--- config.mk ---
export PLATFORM = sky130hd
export DESIGN_NAME = serial_core_top
export DESIGN_NICKNAME = d
export VERILOG_FILES = /design/src/rtl/serial_core_pkg.sv /design/src/rtl/core_state.sv /design/src/rtl/inst_decode.sv /design/src/rtl/reg_file.sv /design/src/rtl/serial_alu.sv /design/src/rtl/serial_core_top.sv
export SDC_FILE = /design/constraint.sdc
export NUM_CORES = 1
export LEC_CHECK = 0
export BUFFER_PORTS_ARGS = -buffer_cell sky130_fd_sc_hd__buf_2
export CORE_AREA = 2 2 438 440
export DETAILED_ROUTE_END_ITERATION = 7
export DIE_AREA = 0 0 440 442
export SLEW_MARGIN = 10
export SYNTH_ARGS = -nofsm -noshare
export SYNTH_HDL_FRONTEND = slang
export SYNTH_SLANG_ARGS = --single-unit
--- constraint.sdc ---
create_clock -name clk -period 6.8 [get_ports clk]
set_input_delay 0 -clock clk [delete_from_list [all_inputs] [get_ports clk]]
set_output_delay 0 -clock clk [all_outputs]
set_load 0.05 [all_outputs]
--- src/rtl/serial_core_pkg.sv ---
`default_nettype none

package serial_core_pkg;

   localparam int XLEN = 32;

   // Major opcodes handled by the core
   localparam logic [6:0] OPC_OP     = 7'b0110011;
   localparam logic [6:0] OPC_OP_IMM = 7'b0010011;

   localparam logic [2:0] F3_ADD  = 3'b000;
   localparam logic [2:0] F3_SLT  = 3'b010;
   localparam logic [2:0] F3_SLTU = 3'b011;
   localparam logic [2:0] F3_XOR  = 3'b100;
   localparam logic [2:0] F3_OR   = 3'b110;
   localparam logic [2:0] F3_AND  = 3'b111;

   // ALU operation select
   localparam logic [2:0] ALU_ADD  = 3'd0;
   localparam logic [2:0] ALU_SUB  = 3'd1;
   localparam logic [2:0] ALU_AND  = 3'd2;
   localparam logic [2:0] ALU_OR   = 3'd3;
   localparam logic [2:0] ALU_XOR  = 3'd4;
   localparam logic [2:0] ALU_SLT  = 3'd5;
   localparam logic [2:0] ALU_SLTU = 3'd6;

   // Same instruction word seen as R-type or I-type
   typedef union packed {
      struct packed {
         logic [6:0] funct7;
         logic [4:0] rs2;
         logic [4:0] rs1;
         logic [2:0] funct3;
         logic [4:0] rd;
         logic [6:0] opcode;
      } r;
      struct packed {
         logic [11:0] imm;
         logic [4:0]  rs1;
         logic [2:0]  funct3;
         logic [4:0]  rd;
         logic [6:0]  opcode;
      } i;
   } insn_u;

endpackage

`default_nettype wire

--- src/rtl/core_state.sv ---
`default_nettype none
`timescale 1ns/1ps

module core_state #(
   parameter int          W        = 1,
   parameter logic [31:0] RESET_PC = 32'h0000_0000
) (
   input  wire         clk,
   input  wire         i_rst_n,
   input  wire         i_ibus_ack,
   output logic        o_ibus_cyc,
   output logic [31:0] o_ibus_adr,
   output logic        o_latch,
   output logic        o_load,
   output logic        o_run,
   output logic        o_first,
   output logic        o_rtr_valid,
   output logic [31:0] o_rtr_pc
);

   localparam int N  = serial_core_pkg::XLEN / W;
   localparam int CW = $clog2(N);

   localparam logic [1:0] PH_FETCH  = 2'd0;
   localparam logic [1:0] PH_LOAD   = 2'd1;
   localparam logic [1:0] PH_RUN    = 2'd2;
   localparam logic [1:0] PH_RETIRE = 2'd3;

   logic [1:0]                         phase;
   logic [CW-1:0]                      cnt;
   logic [serial_core_pkg::XLEN-1:0]   pc;
   logic [serial_core_pkg::XLEN-1:0]   rtr_pc;
   logic                               last;

   // Next fetch already requested while the retire record is out
   assign o_ibus_cyc  = (phase == PH_FETCH) || (phase == PH_RETIRE);
   assign o_ibus_adr  = pc;
   assign o_latch     = o_ibus_cyc && i_ibus_ack;
   assign o_load      = (phase == PH_LOAD);
   assign o_run       = (phase == PH_RUN);
   assign o_first     = o_run && (cnt == '0);
   assign last        = o_run && (cnt == CW'(N - 1));
   assign o_rtr_valid = (phase == PH_RETIRE);
   assign o_rtr_pc    = rtr_pc;

   always_ff @(posedge clk or negedge i_rst_n) begin
      if (!i_rst_n) begin
         phase  <= PH_FETCH;
         cnt    <= '0;
         pc     <= RESET_PC;
         rtr_pc <= RESET_PC;
      end else begin
         case (phase)
            PH_FETCH, PH_RETIRE: begin
               if (i_ibus_ack)
                  phase <= PH_LOAD;
               else
                  phase <= PH_FETCH;
            end
            PH_LOAD: begin
               cnt   <= '0;
               phase <= PH_RUN;
            end
            default: begin
               cnt <= cnt + 1'b1;
               if (last) begin
                  phase  <= PH_RETIRE;
                  rtr_pc <= pc;
                  pc     <= pc + 32'd4;
               end
            end
         endcase
      end
   end

endmodule

`default_nettype wire

--- src/rtl/inst_decode.sv ---
`default_nettype none
`timescale 1ns/1ps

module inst_decode #(
   parameter int W = 1
) (
   input  wire          clk,
   input  wire          i_rst_n,
   input  wire   [31:0] i_ibus_rdt,
   input  wire          i_latch,
   input  wire          i_run,
   output logic  [4:0]  o_rs1_addr,
   output logic  [4:0]  o_rs2_addr,
   output logic  [4:0]  o_rd_addr,
   output logic  [2:0]  o_alu_op,
   output logic         o_op_b_imm,
   output logic         o_rd_wen,
   output logic [W-1:0] o_imm
);

   serial_core_pkg::insn_u insn;
   serial_core_pkg::insn_u rdt;
   logic [11:0]            imm_sr;
   logic                   is_op;
   logic                   is_imm;
   logic                   f3_ok;
   logic                   exec;

   assign rdt = i_ibus_rdt;

   always_ff @(posedge clk or negedge i_rst_n) begin
      if (!i_rst_n)
         insn <= '0;
      else if (i_latch)
         insn <= rdt;
   end

   // Immediate slices, sign bit refills from the top
   always_ff @(posedge clk) begin
      if (i_latch)
         imm_sr <= rdt.i.imm;
      else if (i_run)
         imm_sr <= {{W{imm_sr[11]}}, imm_sr[11:W]};
   end

   assign o_imm = imm_sr[W-1:0];

   always_comb begin
      is_op  = (insn.r.opcode == serial_core_pkg::OPC_OP);
      is_imm = (insn.i.opcode == serial_core_pkg::OPC_OP_IMM);
      f3_ok  = 1'b1;
      case (insn.r.funct3)
         serial_core_pkg::F3_ADD: begin
            // SUB only exists in register form
            if (is_op && insn.r.funct7[5])
               o_alu_op = serial_core_pkg::ALU_SUB;
            else
               o_alu_op = serial_core_pkg::ALU_ADD;
         end
         serial_core_pkg::F3_SLT:  o_alu_op = serial_core_pkg::ALU_SLT;
         serial_core_pkg::F3_SLTU: o_alu_op = serial_core_pkg::ALU_SLTU;
         serial_core_pkg::F3_XOR:  o_alu_op = serial_core_pkg::ALU_XOR;
         serial_core_pkg::F3_OR:   o_alu_op = serial_core_pkg::ALU_OR;
         serial_core_pkg::F3_AND:  o_alu_op = serial_core_pkg::ALU_AND;
         default: begin
            // Shifts are not executed
            o_alu_op = serial_core_pkg::ALU_ADD;
            f3_ok    = 1'b0;
         end
      endcase
      exec = (is_op || is_imm) && f3_ok;
   end

   assign o_rs1_addr = insn.i.rs1;
   assign o_rs2_addr = insn.r.rs2;
   assign o_rd_addr  = exec ? insn.r.rd : 5'd0;
   assign o_op_b_imm = is_imm;
   assign o_rd_wen   = exec;

endmodule

`default_nettype wire

--- src/rtl/reg_file.sv ---
`default_nettype none
`timescale 1ns/1ps

module reg_file #(
   parameter int W = 1
) (
   input  wire          clk,
   input  wire          i_rst_n,
   input  wire          i_load,
   input  wire          i_run,
   input  wire   [4:0]  i_rs1_addr,
   input  wire   [4:0]  i_rs2_addr,
   input  wire   [4:0]  i_rd_addr,
   input  wire          i_rd_wen,
   input  wire  [W-1:0] i_rd_slice,
   input  wire          i_set_lsb,
   output logic [W-1:0] o_rs1,
   output logic [W-1:0] o_rs2,
   output logic [31:0]  o_rtr_rd_data
);

   localparam int XL = serial_core_pkg::XLEN;
   localparam int N  = XL / W;
   localparam int CW = $clog2(N);

   logic [XL-1:0] regs [32];
   logic [XL-1:0] rs1_sr;
   logic [XL-1:0] rs2_sr;
   logic [XL-1:0] res;
   logic [XL-1:0] wdata;
   logic [CW-1:0] cnt;
   logic          last;
   logic          wr;

   assign last = i_run && (cnt == CW'(N - 1));
   assign wr   = i_rd_wen && (i_rd_addr != 5'd0);

   // Compare result lands in bit 0 once the final carry is known
   assign wdata = {i_rd_slice, res[XL-1:W]} | {{(XL-1){1'b0}}, last & i_set_lsb};

   always_ff @(posedge clk or negedge i_rst_n) begin
      if (!i_rst_n)
         cnt <= '0;
      else if (i_load)
         cnt <= '0;
      else if (i_run)
         cnt <= cnt + 1'b1;
   end

   always_ff @(posedge clk) begin
      if (i_load) begin
         rs1_sr <= (i_rs1_addr == 5'd0) ? '0 : regs[i_rs1_addr];
         rs2_sr <= (i_rs2_addr == 5'd0) ? '0 : regs[i_rs2_addr];
      end else if (i_run) begin
         rs1_sr <= rs1_sr >> W;
         rs2_sr <= rs2_sr >> W;
      end
      if (i_run)
         res <= wdata;
      if (last && wr)
         regs[i_rd_addr] <= wdata;
   end

   assign o_rs1 = rs1_sr[W-1:0];
   assign o_rs2 = rs2_sr[W-1:0];

   // No write means nothing to report
   assign o_rtr_rd_data = wr ? res : '0;

endmodule

`default_nettype wire

--- src/rtl/serial_alu.sv ---
`default_nettype none
`timescale 1ns/1ps

module serial_alu #(
   parameter int W = 1
) (
   input  wire          clk,
   input  wire          i_rst_n,
   input  wire          i_run,
   input  wire          i_first,
   input  wire   [2:0]  i_alu_op,
   input  wire          i_op_b_imm,
   input  wire  [W-1:0] i_rs1,
   input  wire  [W-1:0] i_rs2,
   input  wire  [W-1:0] i_imm,
   output logic [W-1:0] o_rd_slice,
   output logic         o_set_lsb
);

   logic [W-1:0] op_b;
   logic [W-1:0] op_b_x;
   logic         inv;
   logic         carry_r;
   logic         cin;
   logic [W:0]   sum;
   logic         lt_s;

   assign op_b   = i_op_b_imm ? i_imm : i_rs2;
   assign inv    = (i_alu_op == serial_core_pkg::ALU_SUB) ||
                   (i_alu_op == serial_core_pkg::ALU_SLT) ||
                   (i_alu_op == serial_core_pkg::ALU_SLTU);
   assign op_b_x = inv ? ~op_b : op_b;
   assign cin    = i_first ? inv : carry_r;
   assign sum    = {1'b0, i_rs1} + {1'b0, op_b_x} + (W + 1)'(cin);

   always_ff @(posedge clk or negedge i_rst_n) begin
      if (!i_rst_n)
         carry_r <= 1'b0;
      else if (i_run)
         carry_r <= sum[W];
   end

   // Valid on the last slice only, signs differ means rs1 negative wins
   assign lt_s = (i_rs1[W-1] == op_b[W-1]) ? ~sum[W] : i_rs1[W-1];

   always_comb begin
      o_set_lsb = 1'b0;
      case (i_alu_op)
         serial_core_pkg::ALU_AND: o_rd_slice = i_rs1 & op_b;
         serial_core_pkg::ALU_OR:  o_rd_slice = i_rs1 | op_b;
         serial_core_pkg::ALU_XOR: o_rd_slice = i_rs1 ^ op_b;
         serial_core_pkg::ALU_SLT: begin
            o_rd_slice = '0;
            o_set_lsb  = lt_s;
         end
         serial_core_pkg::ALU_SLTU: begin
            o_rd_slice = '0;
            o_set_lsb  = ~sum[W];
         end
         default: o_rd_slice = sum[W-1:0];
      endcase
   end

endmodule

`default_nettype wire

--- src/rtl/serial_core_top.sv ---
`default_nettype none
`timescale 1ns/1ps

module serial_core_top #(
   parameter int          W        = 1,
   parameter logic [31:0] RESET_PC = 32'h0000_0000
) (
   input  wire         clk,
   input  wire         i_rst_n,
   // Instruction bus
   output wire         o_ibus_cyc,
   output wire  [31:0] o_ibus_adr,
   input  wire  [31:0] i_ibus_rdt,
   input  wire         i_ibus_ack,
   // Retire record
   output wire         o_rtr_valid,
   output wire  [31:0] o_rtr_pc,
   output wire  [4:0]  o_rtr_rd_addr,
   output wire  [31:0] o_rtr_rd_data
);

   wire         latch;
   wire         load;
   wire         run;
   wire         first;

   wire [4:0]   rs1_addr;
   wire [4:0]   rs2_addr;
   wire [4:0]   rd_addr;
   wire [2:0]   alu_op;
   wire         op_b_imm;
   wire         rd_wen;
   wire [W-1:0] imm;

   wire [W-1:0] rs1;
   wire [W-1:0] rs2;
   wire [W-1:0] rd_slice;
   wire         set_lsb;

   assign o_rtr_rd_addr = rd_addr;

   core_state #(
      .W        (W),
      .RESET_PC (RESET_PC)
   ) u_state (
      .clk         (clk),
      .i_rst_n     (i_rst_n),
      .i_ibus_ack  (i_ibus_ack),
      .o_ibus_cyc  (o_ibus_cyc),
      .o_ibus_adr  (o_ibus_adr),
      .o_latch     (latch),
      .o_load      (load),
      .o_run       (run),
      .o_first     (first),
      .o_rtr_valid (o_rtr_valid),
      .o_rtr_pc    (o_rtr_pc)
   );

   inst_decode #(.W(W)) u_decode (
      .clk        (clk),
      .i_rst_n    (i_rst_n),
      .i_ibus_rdt (i_ibus_rdt),
      .i_latch    (latch),
      .i_run      (run),
      .o_rs1_addr (rs1_addr),
      .o_rs2_addr (rs2_addr),
      .o_rd_addr  (rd_addr),
      .o_alu_op   (alu_op),
      .o_op_b_imm (op_b_imm),
      .o_rd_wen   (rd_wen),
      .o_imm      (imm)
   );

   reg_file #(.W(W)) u_rf (
      .clk           (clk),
      .i_rst_n       (i_rst_n),
      .i_load        (load),
      .i_run         (run),
      .i_rs1_addr    (rs1_addr),
      .i_rs2_addr    (rs2_addr),
      .i_rd_addr     (rd_addr),
      .i_rd_wen      (rd_wen),
      .i_rd_slice    (rd_slice),
      .i_set_lsb     (set_lsb),
      .o_rs1         (rs1),
      .o_rs2         (rs2),
      .o_rtr_rd_data (o_rtr_rd_data)
   );

   serial_alu #(.W(W)) u_alu (
      .clk        (clk),
      .i_rst_n    (i_rst_n),
      .i_run      (run),
      .i_first    (first),
      .i_alu_op   (alu_op),
      .i_op_b_imm (op_b_imm),
      .i_rs1      (rs1),
      .i_rs2      (rs2),
      .i_imm      (imm),
      .o_rd_slice (rd_slice),
      .o_set_lsb  (set_lsb)
   );

endmodule

`default_nettype wire

**After elaboration in Yosys (flattened, before gate mapping)**

Memories as Yosys holds them, arrays and structs flattened.
Cells that the tools add are included.

- Word-level logic and storage cells: 98
- Memories: 1
- Register bits after elaboration: 216
- Memory bits (writable): 1024
- Input bits: 35
- Output and inout port bits: 103

- Muxes and demuxes: 27
- $add $sub $neg: 5
- Bitwise operators: 8
- Reduce and logical (&&, ||, !) cells: 26
- Equality and inequality tests: 19

Memories:

| name | depth | width | read ports | clocked after Yosys merged registers in | wr ports | RTL line | source |
|---|---|---|---|---|---|---|---|
| u_rf.regs | 32 | 32 | 2 | 0 | 1 | reg_file.sv:26 | `logic [XL-1:0] regs [32];` |

Operator list:

| operator | count |
|---|---|
| 32-bit two-way mux | 7 |
| 32-bit by 3-bit adder with 32-bit output, second input constant | 1 |
| 32-bit by 1-bit bitwise OR with 32-bit output | 1 |
| 3-bit equality test, second input constant | 6 |
| 3-bit case mux with 6 select lines | 1 |
| 5-bit zero test | 3 |
| 5-bit two-way mux | 3 |
| 3-bit by 2-bit equality test with 1-bit output, second input constant | 4 |
| 12-bit two-way mux | 1 |
| 11-bit two-way mux | 1 |
| 5-bit by 1-bit adder with 5-bit output, second input constant | 2 |
| 5-bit equality test, second input constant | 2 |
| 5-bit case mux with 2 select lines | 1 |
| 1-bit two-way mux | 9 |
| 1-bit logical AND | 8 |
| 7-bit by 5-bit equality test with 1-bit output, second input constant | 1 |
| 7-bit by 6-bit equality test with 1-bit output, second input constant | 1 |
| 6-bit OR reduction | 1 |
| 5-bit nonzero test | 1 |
| 2-bit equality test, second input constant | 2 |
| 1-bit logical OR | 4 |
| 1-bit case mux with 4 select lines | 1 |
| 2-bit case mux with 2 select lines | 1 |
| 2-bit nonzero test | 2 |
| other kinds (17) | 21 |

**Depth between registers and ports, before layout**

Gate-level depths: netlist of run 1.

- Depth after elaboration: 15
- Gate-level depth with buffers: 10
- Depth with buffers taken out: 10

**By module**

From an unflattened synthesis of run 1, not the netlist that was laid out.

- Cells, all modules: 3002
- Area, all modules: 56245.2 um^2

By module, submodules not included:

| module | times used | sequential area each (um^2) | area an instance (um^2) | cells each |
|---|---|---|---|---|
| reg_file | 1 | 33757.4 | 51383.0 | 2620 |
| core_state | 1 | 1676.6 | 2939.1 | 227 |
| inst_decode | 1 | 1011.0 | 1700.4 | 129 |
| serial_alu | 1 | 25.0 | 222.7 | 26 |

**Worst setup path after synthesis of run 1**

OpenSTA, ideal clock, no wires.

- Path kind: register -> register
- Start: register u_state.phase[0]
- End: memory u_rf.regs[0][0] in the netlist's numbering (data pin)
- Arrival: 4.209 ns
- Cell stages (with the launch flop): 10
- Clock period less this slack: 4.783 ns
- Slack: 2.017 ns
- Setup time: 0.574 ns
- Data required time: 6.226 ns
- Path buffers: 0
- Path through: dfrtp_1 > inv_1 > ha_1 > nand2_1 > nand2_1 > o31ai_1 > fa_1 > nor2_1 > a21oi_1 > o41ai_1

- Longest elaborated chain between the ends: 9
- Elaborated cells between the ends (all ways): 10
- Classes of those cells: add/sub: 1; eq/ne: 1; mux: 3; bitwise: 3; reduce/logical: 2

RTL lines:

| element | RTL line | source |
|---|---|---|
| start: declaration | core_state.sv:29 | `logic [1:0] phase;` |
| start signal: assignment | core_state.sv:48 | `phase <= PH_FETCH;` |
| start signal: assignment | core_state.sv:56 | `phase <= PH_LOAD;` |
| start signal: assignment | core_state.sv:58 | `phase <= PH_FETCH;` |
| 2-bit equality test (*) | core_state.sv:40 | `assign o_run = (phase == PH_RUN);` |
| 1-bit logical AND (*) | core_state.sv:41 | `assign o_first = o_run && (cnt == '0);` |
| 1-bit two-way mux (*) | serial_alu.sv:33 | `assign cin = i_first ? inv : carry_r;` |
| 2-bit by 1-bit adder with 2-bit output (*) | serial_alu.sv:34 | `assign sum = {1'b0, i_rs1} + {1'b0, op_b_x} + (W + 1)'(cin);` |
| named net u_alu.sum[1] | serial_alu.sv:25 | `logic [W:0] sum;` |
| 1-bit NOT (*) | serial_alu.sv:44, serial_alu.sv:58 |  |
| 1-bit two-way mux | serial_alu.sv:44 | `assign lt_s = (i_rs1[W-1] == op_b[W-1]) ? ~sum[W] : i_rs1[W-1];` |
| 1-bit case mux with 2 select lines (*) | serial_alu.sv:48 | `case (i_alu_op)` |
| 1-bit AND (*) | reg_file.sv:39 | `assign wdata = {i_rd_slice, res[XL-1:W]} \| {{(XL-1){1'b0}}, last & i_set_lsb};` |
| 32-bit by 1-bit bitwise OR with 32-bit output (*) | reg_file.sv:39 |  |
| named net u_rf.wdata[0] | reg_file.sv:30 | `logic [XL-1:0] wdata;` |
| end: declaration | reg_file.sv:26 |  |

Mark *: on every way through the listed nets, which the timed path passes. The rest lies on a longest branch.

**Worst setup path in the final report of run 1**

- Start: register u_decode.insn[22] in the netlist's numbering
- End: register u_rf.rs2_sr[0] (data pin)

- Longest elaborated chain between the ends: 3
- Elaborated cells between the ends (all ways): 4
- Classes of those cells: mux: 2; reduce/logical: 1; memory: 1

RTL lines:

| element | RTL line | source |
|---|---|---|
| start: declaration | inst_decode.sv:21 | `serial_core_pkg::insn_u insn;` |
| start signal: assignment | inst_decode.sv:35 | `insn <= rdt;` |
| memory read 32 x 32 bit or 5-bit zero test (tied branches) | -- |  |
| 32-bit two-way mux (*) | reg_file.sv:53 | `rs2_sr <= (i_rs2_addr == 5'd0) ? '0 : regs[i_rs2_addr];` |
| 32-bit two-way mux (*) | reg_file.sv:51 | `if (i_load) begin` |
| end signal: assignment | reg_file.sv:53 |  |
| end signal: assignment | reg_file.sv:56 | `rs2_sr <= rs2_sr >> W;` |
| end: declaration | reg_file.sv:28 | `logic [XL-1:0] rs2_sr;` |

Mark *: on every way between the ends. The rest lies on a longest branch, timed or not.
A chain may end at the register's enable or synchronous reset.

==> impl_metrics.ini, run 1 <==
[power]
pwr-share-seq = 0.365
p_clk_frac = 0.256
power_density_nw_per_um2 = 421
p_sw_mw = 10.0
irDropWorstVdd_mv = 0.356
p_int_mw = 17.6
comb_power_share = 0.379
total_leakage_power_nw = 22.2
p_sw_frac = 0.363

[placement]
portBuffers = 133
gp_congestion = 0.846
place_ws_ps = 2990
place_inst = 5905
dp.final_hpwl_um = 103000

[logic_synthesis]
avgSynthCellArea_um2 = 16.8
synth_commonest_cells = edfxtp_1, mux2i_1, mux4_2
ys_types = 55
ys_warn_count = 0
yosysMostFrequentCell = edfxtp_1
syn-instance-count = 3373
ys.flop_type = edfxtp_1
synth_top_area_share = 0.600
yosys.area.top_type = edfxtp_1
ys_seq_area_frac = 0.644
synth_area_um2 = 56600
synth-seq-cells = 1231
yosys-top-cells-area = edfxtp_1, mux4_2, mux2i_1, dfrtp_1, mux2_2
async_reset_ff_frac = 0.0804
synth_edf_count = 1132

[run_status]
outcome = finished, final reports clean

[routing]
dr.max_layer_used = met5
vias = 34000
wl_um = 169000
drc = 0
ant_nets = 0
routedWlPerCell_um = 27.1
drt_iter0_markers = 4263
dr.pass1.iters = 5
wl_met1_um = 71800
routed_via_density = 5.46
wl_met3_um = 17500
route.met2.wl_um = 76100

[finish]
area_growth_pct = 15.9
layoutNonFillerInstCount = 6223
drive_above_1_share = 0.246
final.fill_count = 17800
finalNetCount = 3657

[setup_path]
slowest_stage = dfrtp_4
crit_buf_inv = 2
critPathKind = reg -> reg
cp_top_family = buffers and inverters
crit_top_cell = buf_4
regToRegSetupSlack_ps = 3020
arrival_ps = 4270
max_stage_delay_ps = 950
cp_max_fo = 38
startpoint_type = flip-flop
cp-end-kind = flip-flop
required_ps = 7290
cp_cell_sequence = buf_4 -> buf_4 -> mux2i_1 -> a22oi_1 -> a21oi_1 -> a211oi_1 -> a221o_1

[clocking]
post-cts-setup-buffers = 0
clkLatencyLatePin_ps = 770
post_cts_resized = 0
hold_buffers = 81
htree_levels = 4
cts_sinks = 1231
cts_tree = done
clock-root-buffer = clkbuf_16
clk_pin_slew_ps = 60
cts_made_buffers = 133
clk_path_buf_depth = 3

[timing]
grt_setup_unrepaired = false
max_slew_margin = 0.281
setup_viol = 0
whs_ps = 70.1
tightestPinTransition_ps = 1080
min_period_ps = 3780
fin_crit_sh = 0.556
finClkSkew_ps = 33.9
final.setup.worst_slack_ps = 3020
hold_violations = 0
maxSlewViolCount = 0
setup-tns-final_ps = 0
max_freq_mhz = 264

[floorplan]
die_height_um = 442
design.core.area_um2 = 190000
rows = 160
num_io_pins = 138
initial_core_util = 0.299
die-area_um2 = 194000
fp.dieW_um = 440

[hold_path]
min_path_type = in -> reg

[global_route]
grt.total_usage = 0.169
antenna_found_initial = 7
grt_pass1_wl_um = 241000
overflow = 0
grt_pass1_vias = 33700
grt_max_degree = 146

[run]
drv_cap = 0
[final timing paths]
check	startpoint	endpoint	depth (start not counted)
max	u_decode.insn[22]$_DFFE_PN0P_	u_rf.rs2_sr[0]$_DFFE_PP_	7
min	i_ibus_rdt[19]	u_decode.insn[19]$_DFFE_PN0P_	4
max reg2reg	u_decode.insn[22]$_DFFE_PN0P_	u_rf.rs2_sr[0]$_DFFE_PP_	7
min reg2reg	u_rf.res[7]$_DFFE_PP_	u_rf.res[6]$_DFFE_PP_	0
max in group asynchronous	i_rst_n	u_decode.insn[16]$_DFFE_PN0P_	4
min in group asynchronous	i_rst_n	u_state.o_rtr_pc[30]$_DFFE_PN0P_	4
[power groups by stage]
stage | logic, mW | registers, mW | clock network, mW
2_1_floorplan | 7.03 | 9.79 | 0
3_3_place_gp | 10.1 | 10.2 | 0
3_5_place_dp | 10.2 | 10.2 | 0
4_1_cts | 10.4 | 10.1 | 7.16
5_1_grt | 11.0 | 10.1 | 7.47
6_report | 10.5 | 10.1 | 7.07
[layer usage]
layer  GRT usage  vias to the layer above
met5           0                        -
met4      0.0433                        4
met3      0.0451                      201
li1            -                    14300
met1       0.242                    17900
met2       0.253                     1639
[state kept, by name (all words and copies together), names as in the netlist]
name                count
u_alu.carry_r           1
u_decode.imm_sr        12
u_decode.insn          26
u_rf.cnt                5
u_rf.regs            1024
u_rf.res               32
u_rf.rs1_sr            32
u_rf.rs2_sr            32
u_state.cnt             5
u_state.o_ibus_adr     30
u_state.o_rtr_pc       30
u_state.phase           2
[cell families after synthesis]
| kind of cell | synth area share |
|---|---|
| adder cells (fa/ha/maj) | 0.00278 |
| flip-flops | 0.644 |
| AO/OA/AOI/OAI | 0.0773 |
| buffers and inverters | 0.0243 |
| other | 0.0000662 |
| AND/OR/NAND/NOR | 0.0327 |
| XOR/XNOR | 0.00464 |
| multiplexers | 0.214 |
[area by class of cell]
type	instances	area, um^2	area share
antenna	1	2.50	0.0000381
inverter	14	53.8	0.000820
clock inverter	66	493	0.00751
multi-input combinational	1901	19300	0.294
clock buffer	170	3710	0.0565
timing repair buffer	329	2460	0.0375
tap	2511	3140	0.0479
sequential	1231	36500	0.556
[cells in the final DEF, fill, tap and decap left out, drive strengths merged, types with 13 or more instances in the layout]
master       count
o21ai           25
nand3           17
o22ai           60
nor2            55
dfrtp           99
clkinv          57
conb            36
a221o          120
inv             13
a21oi          124
edfxtp        1132
a211o           61
dlygate4sd3     80
xnor2           23
clkbuf         170
mux2           156
mux4           266
nor2b           70
mux2i          438
buf            249
nand2          143
and2            39
a211oi          60
a22oi          122
[stage by stage]
stage,power [mW],util,area (um^2)
final,27.6,0.346,65600
after global routing,28.6,0.346,65600
after CTS,27.6,0.346,65600
after detailed placement,20.4,0.320,60600
after global placement,20.4,0.319,60600
after floorplan,16.8,-,56800
[worst reg2reg max path, delay by kind of cell, from the launching register on]
family / cells / cell delay [ps]
buf+inv: 2 / 1300
compound gates: 4 / 1010
flops: 1 / 950
mux: 1 / 270
No activity file was read; power rests on OpenSTA's default activity.
==> run 2, diff against run 1 <==
==> constraint.sdc (replaced) <==
create_clock -name clk -period 3.2 [get_ports clk]
set_input_delay 0 -clock clk [delete_from_list [all_inputs] [get_ports clk]]
set_output_delay 0 -clock clk [all_outputs]
set_load 0.05 [all_outputs]
==> run 2 against run 1 <==
Net effect: routed wire length grew 1.5%; register-to-register slack got worse by 2800 ps; setup slack worse by 2800 ps; die area unchanged; global-route usage up 0.41 points; power up 120%; clock power increased by 110%; worst hold slack better by 4.1 ps; flip-flop and latch count unchanged; via count rose by 2.2%; combinational power rose by 120%; largest power group unchanged.
==> impl_metrics.ini, run 2 (synthesized netlist as in run 1, its figures left out) <==
[setup_path]
critPathKind = reg -> out
cp_cell_sequence = nor4b_2 -> o2111a_1 -> a21boi_4 -> buf_12 -> and2_1 -> buf_2
startpoint_type = flip-flop
cp_max_fo = 9
required_ps = 3200
regToRegSetupSlack_ps = 250
slowest_stage = dfrtp_1
cp-end-kind = output pin
arrival_ps = 3000
max_stage_delay_ps = 400

[finish]
area_growth_pct = 19.3
final_area_um2 = 67500
top_register = u_rf.regs
finalNetCount = 3789
largest_register_ffs = 1024
layout_common_cells = edfxtp_1, mux2i_1, mux4_2, mux2_2, buf_4
drive_above_1_share = 0.268
final_common_cell = edfxtp_1
fin_util = 0.356

[power]
total_leakage_power_nw = 23.0
power_density_nw_per_um2 = 881
irDropWorstVdd_mv = 0.734

[global_route]
grt_pass1_wl_um = 248000
grt.total_usage = 0.173
grt_max_degree = 74
grt_pass1_vias = 35500
overflow = 0
antenna_found_initial = 2

[routing]
wl_um = 171000
drt_iter0_markers = 3695
routed_via_density = 5.46
dr.pass1.iters = 6
ant_nets = 0
drc = 0
vias = 34700
routedWlPerCell_um = 26.9

[clocking]
clock-root-buffer = clkbuf_16
clk_path_buf_depth = 3
cts_sinks = 1231
clkLatencyLatePin_ps = 790
clk_pin_slew_ps = 60
cts_made_buffers = 134
cts_tree = done
htree_levels = 4

[timing]
grt_setup_unrepaired = false
max_slew_margin = 0.214
setup_viol = 0
maxSlewViolCount = 0
hold_violations = 0
max_freq_mhz = 333
setup-tns-final_ps = 0
min_period_ps = 3000
tightestPinTransition_ps = 1180
finClkSkew_ps = 33.0
fin_crit_sh = 0.937

[placement]
gp_congestion = 0.808
placed_cell_area_um2 = 62200
portBuffers = 133
dp.final_hpwl_um = 99800

[floorplan]
die_height_um = 442
fp.dieW_um = 440
rows = 160
num_io_pins = 138
design.core.area_um2 = 190000
initial_core_util = 0.299
die-area_um2 = 194000

[hold_path]
min_path_type = in -> reg

[run_status]
outcome = finished, final reports clean

[run]
drv_cap = 0
run 2: cell count changes in the layout (fill, tap and decap cells not counted), moves of 10 or more:
cell / change
buf_12: +69
buf_4: +40
clkbuf_1: +14
clkinv_1: -20
clkinv_2: +10
dlygate4sd3_1: +22
run 2: where the power goes:
group / leakage [nW] / internal (mW) / switching, mW
registers: 11.6 / 19.9 / 1.52
logic: 9.40 / 10.1 / 13.0
clock network: 2.05 / 8.61 / 6.40
total: 23.0 / 38.5 / 21.0
run 2: final cells by class:
class	instances	area, um^2
clock buffers	177	3610
fillers	17600	122000
well taps	2511	3140
multi-input cells	1901	19300
repair buffers	460	4360
clock inverters	66	582
diodes	1	2.50
inverters	14	57.6
flip-flops and latches	1231	36500
run 2: routing by layer:
layer,vias up,global-route usage,share of wire
met5,-,0,0
met4,0,0.0599,0.032
met3,309,0.0308,0.074
met2,1541,0.277,0.47
met1,18300,0.236,0.42
li1,14600,-,-
run 2: what timing repair did:
action,in CTS,in global routing
setup buffers,3,0
endpoints found under the setup margin,32,80
hold endpoints to repair,137,0
cloned,0,0
resized for setup,0,2
hold buffers,103,0
run 2: path summary, 6_finish.rpt:
check,cells after the start,from,endpoint
worst max register to register,8,u_state.phase[0]$_DFFE_PN0P_,u_decode.insn[3]$_DFFE_PN0P_
max in group asynchronous,4,i_rst_n,u_decode.insn[22]$_DFFE_PN0P_
worst min register to register,1,u_state.o_rtr_pc[24]$_DFFE_PN0P_,u_state.o_rtr_pc[24]$_DFFE_PN0P_
worst min-delay path,4,i_ibus_rdt[19],u_decode.insn[19]$_DFFE_PN0P_
worst max-delay path,6,u_decode.insn[3]$_DFFE_PN0P_,o_rtr_rd_data[3]
min in group asynchronous,4,i_rst_n,u_state.o_rtr_pc[5]$_DFFE_PN0P_
run 2: metrics by stage:
stage               cells  power [mW]  hold slack (ps)  setup WS [ps]
floorplan            3408        35.8             -296           87.6
CTS                  6360        59.5             16.4            112
finish               6361        59.5             74.2            200
global route         6360        61.7             88.8           37.8
detailed placement   6011        44.1              159            215
global placement     6011        43.9              170            179
run 2: critical path: cells and delay by family (launching register included):
family / cells / cell delay, ps
and+or+nand+nor: 2 / 710
AOI/OAI and AO/OA: 2 / 590
buffers and inverters: 2 / 510
DFF: 1 / 400
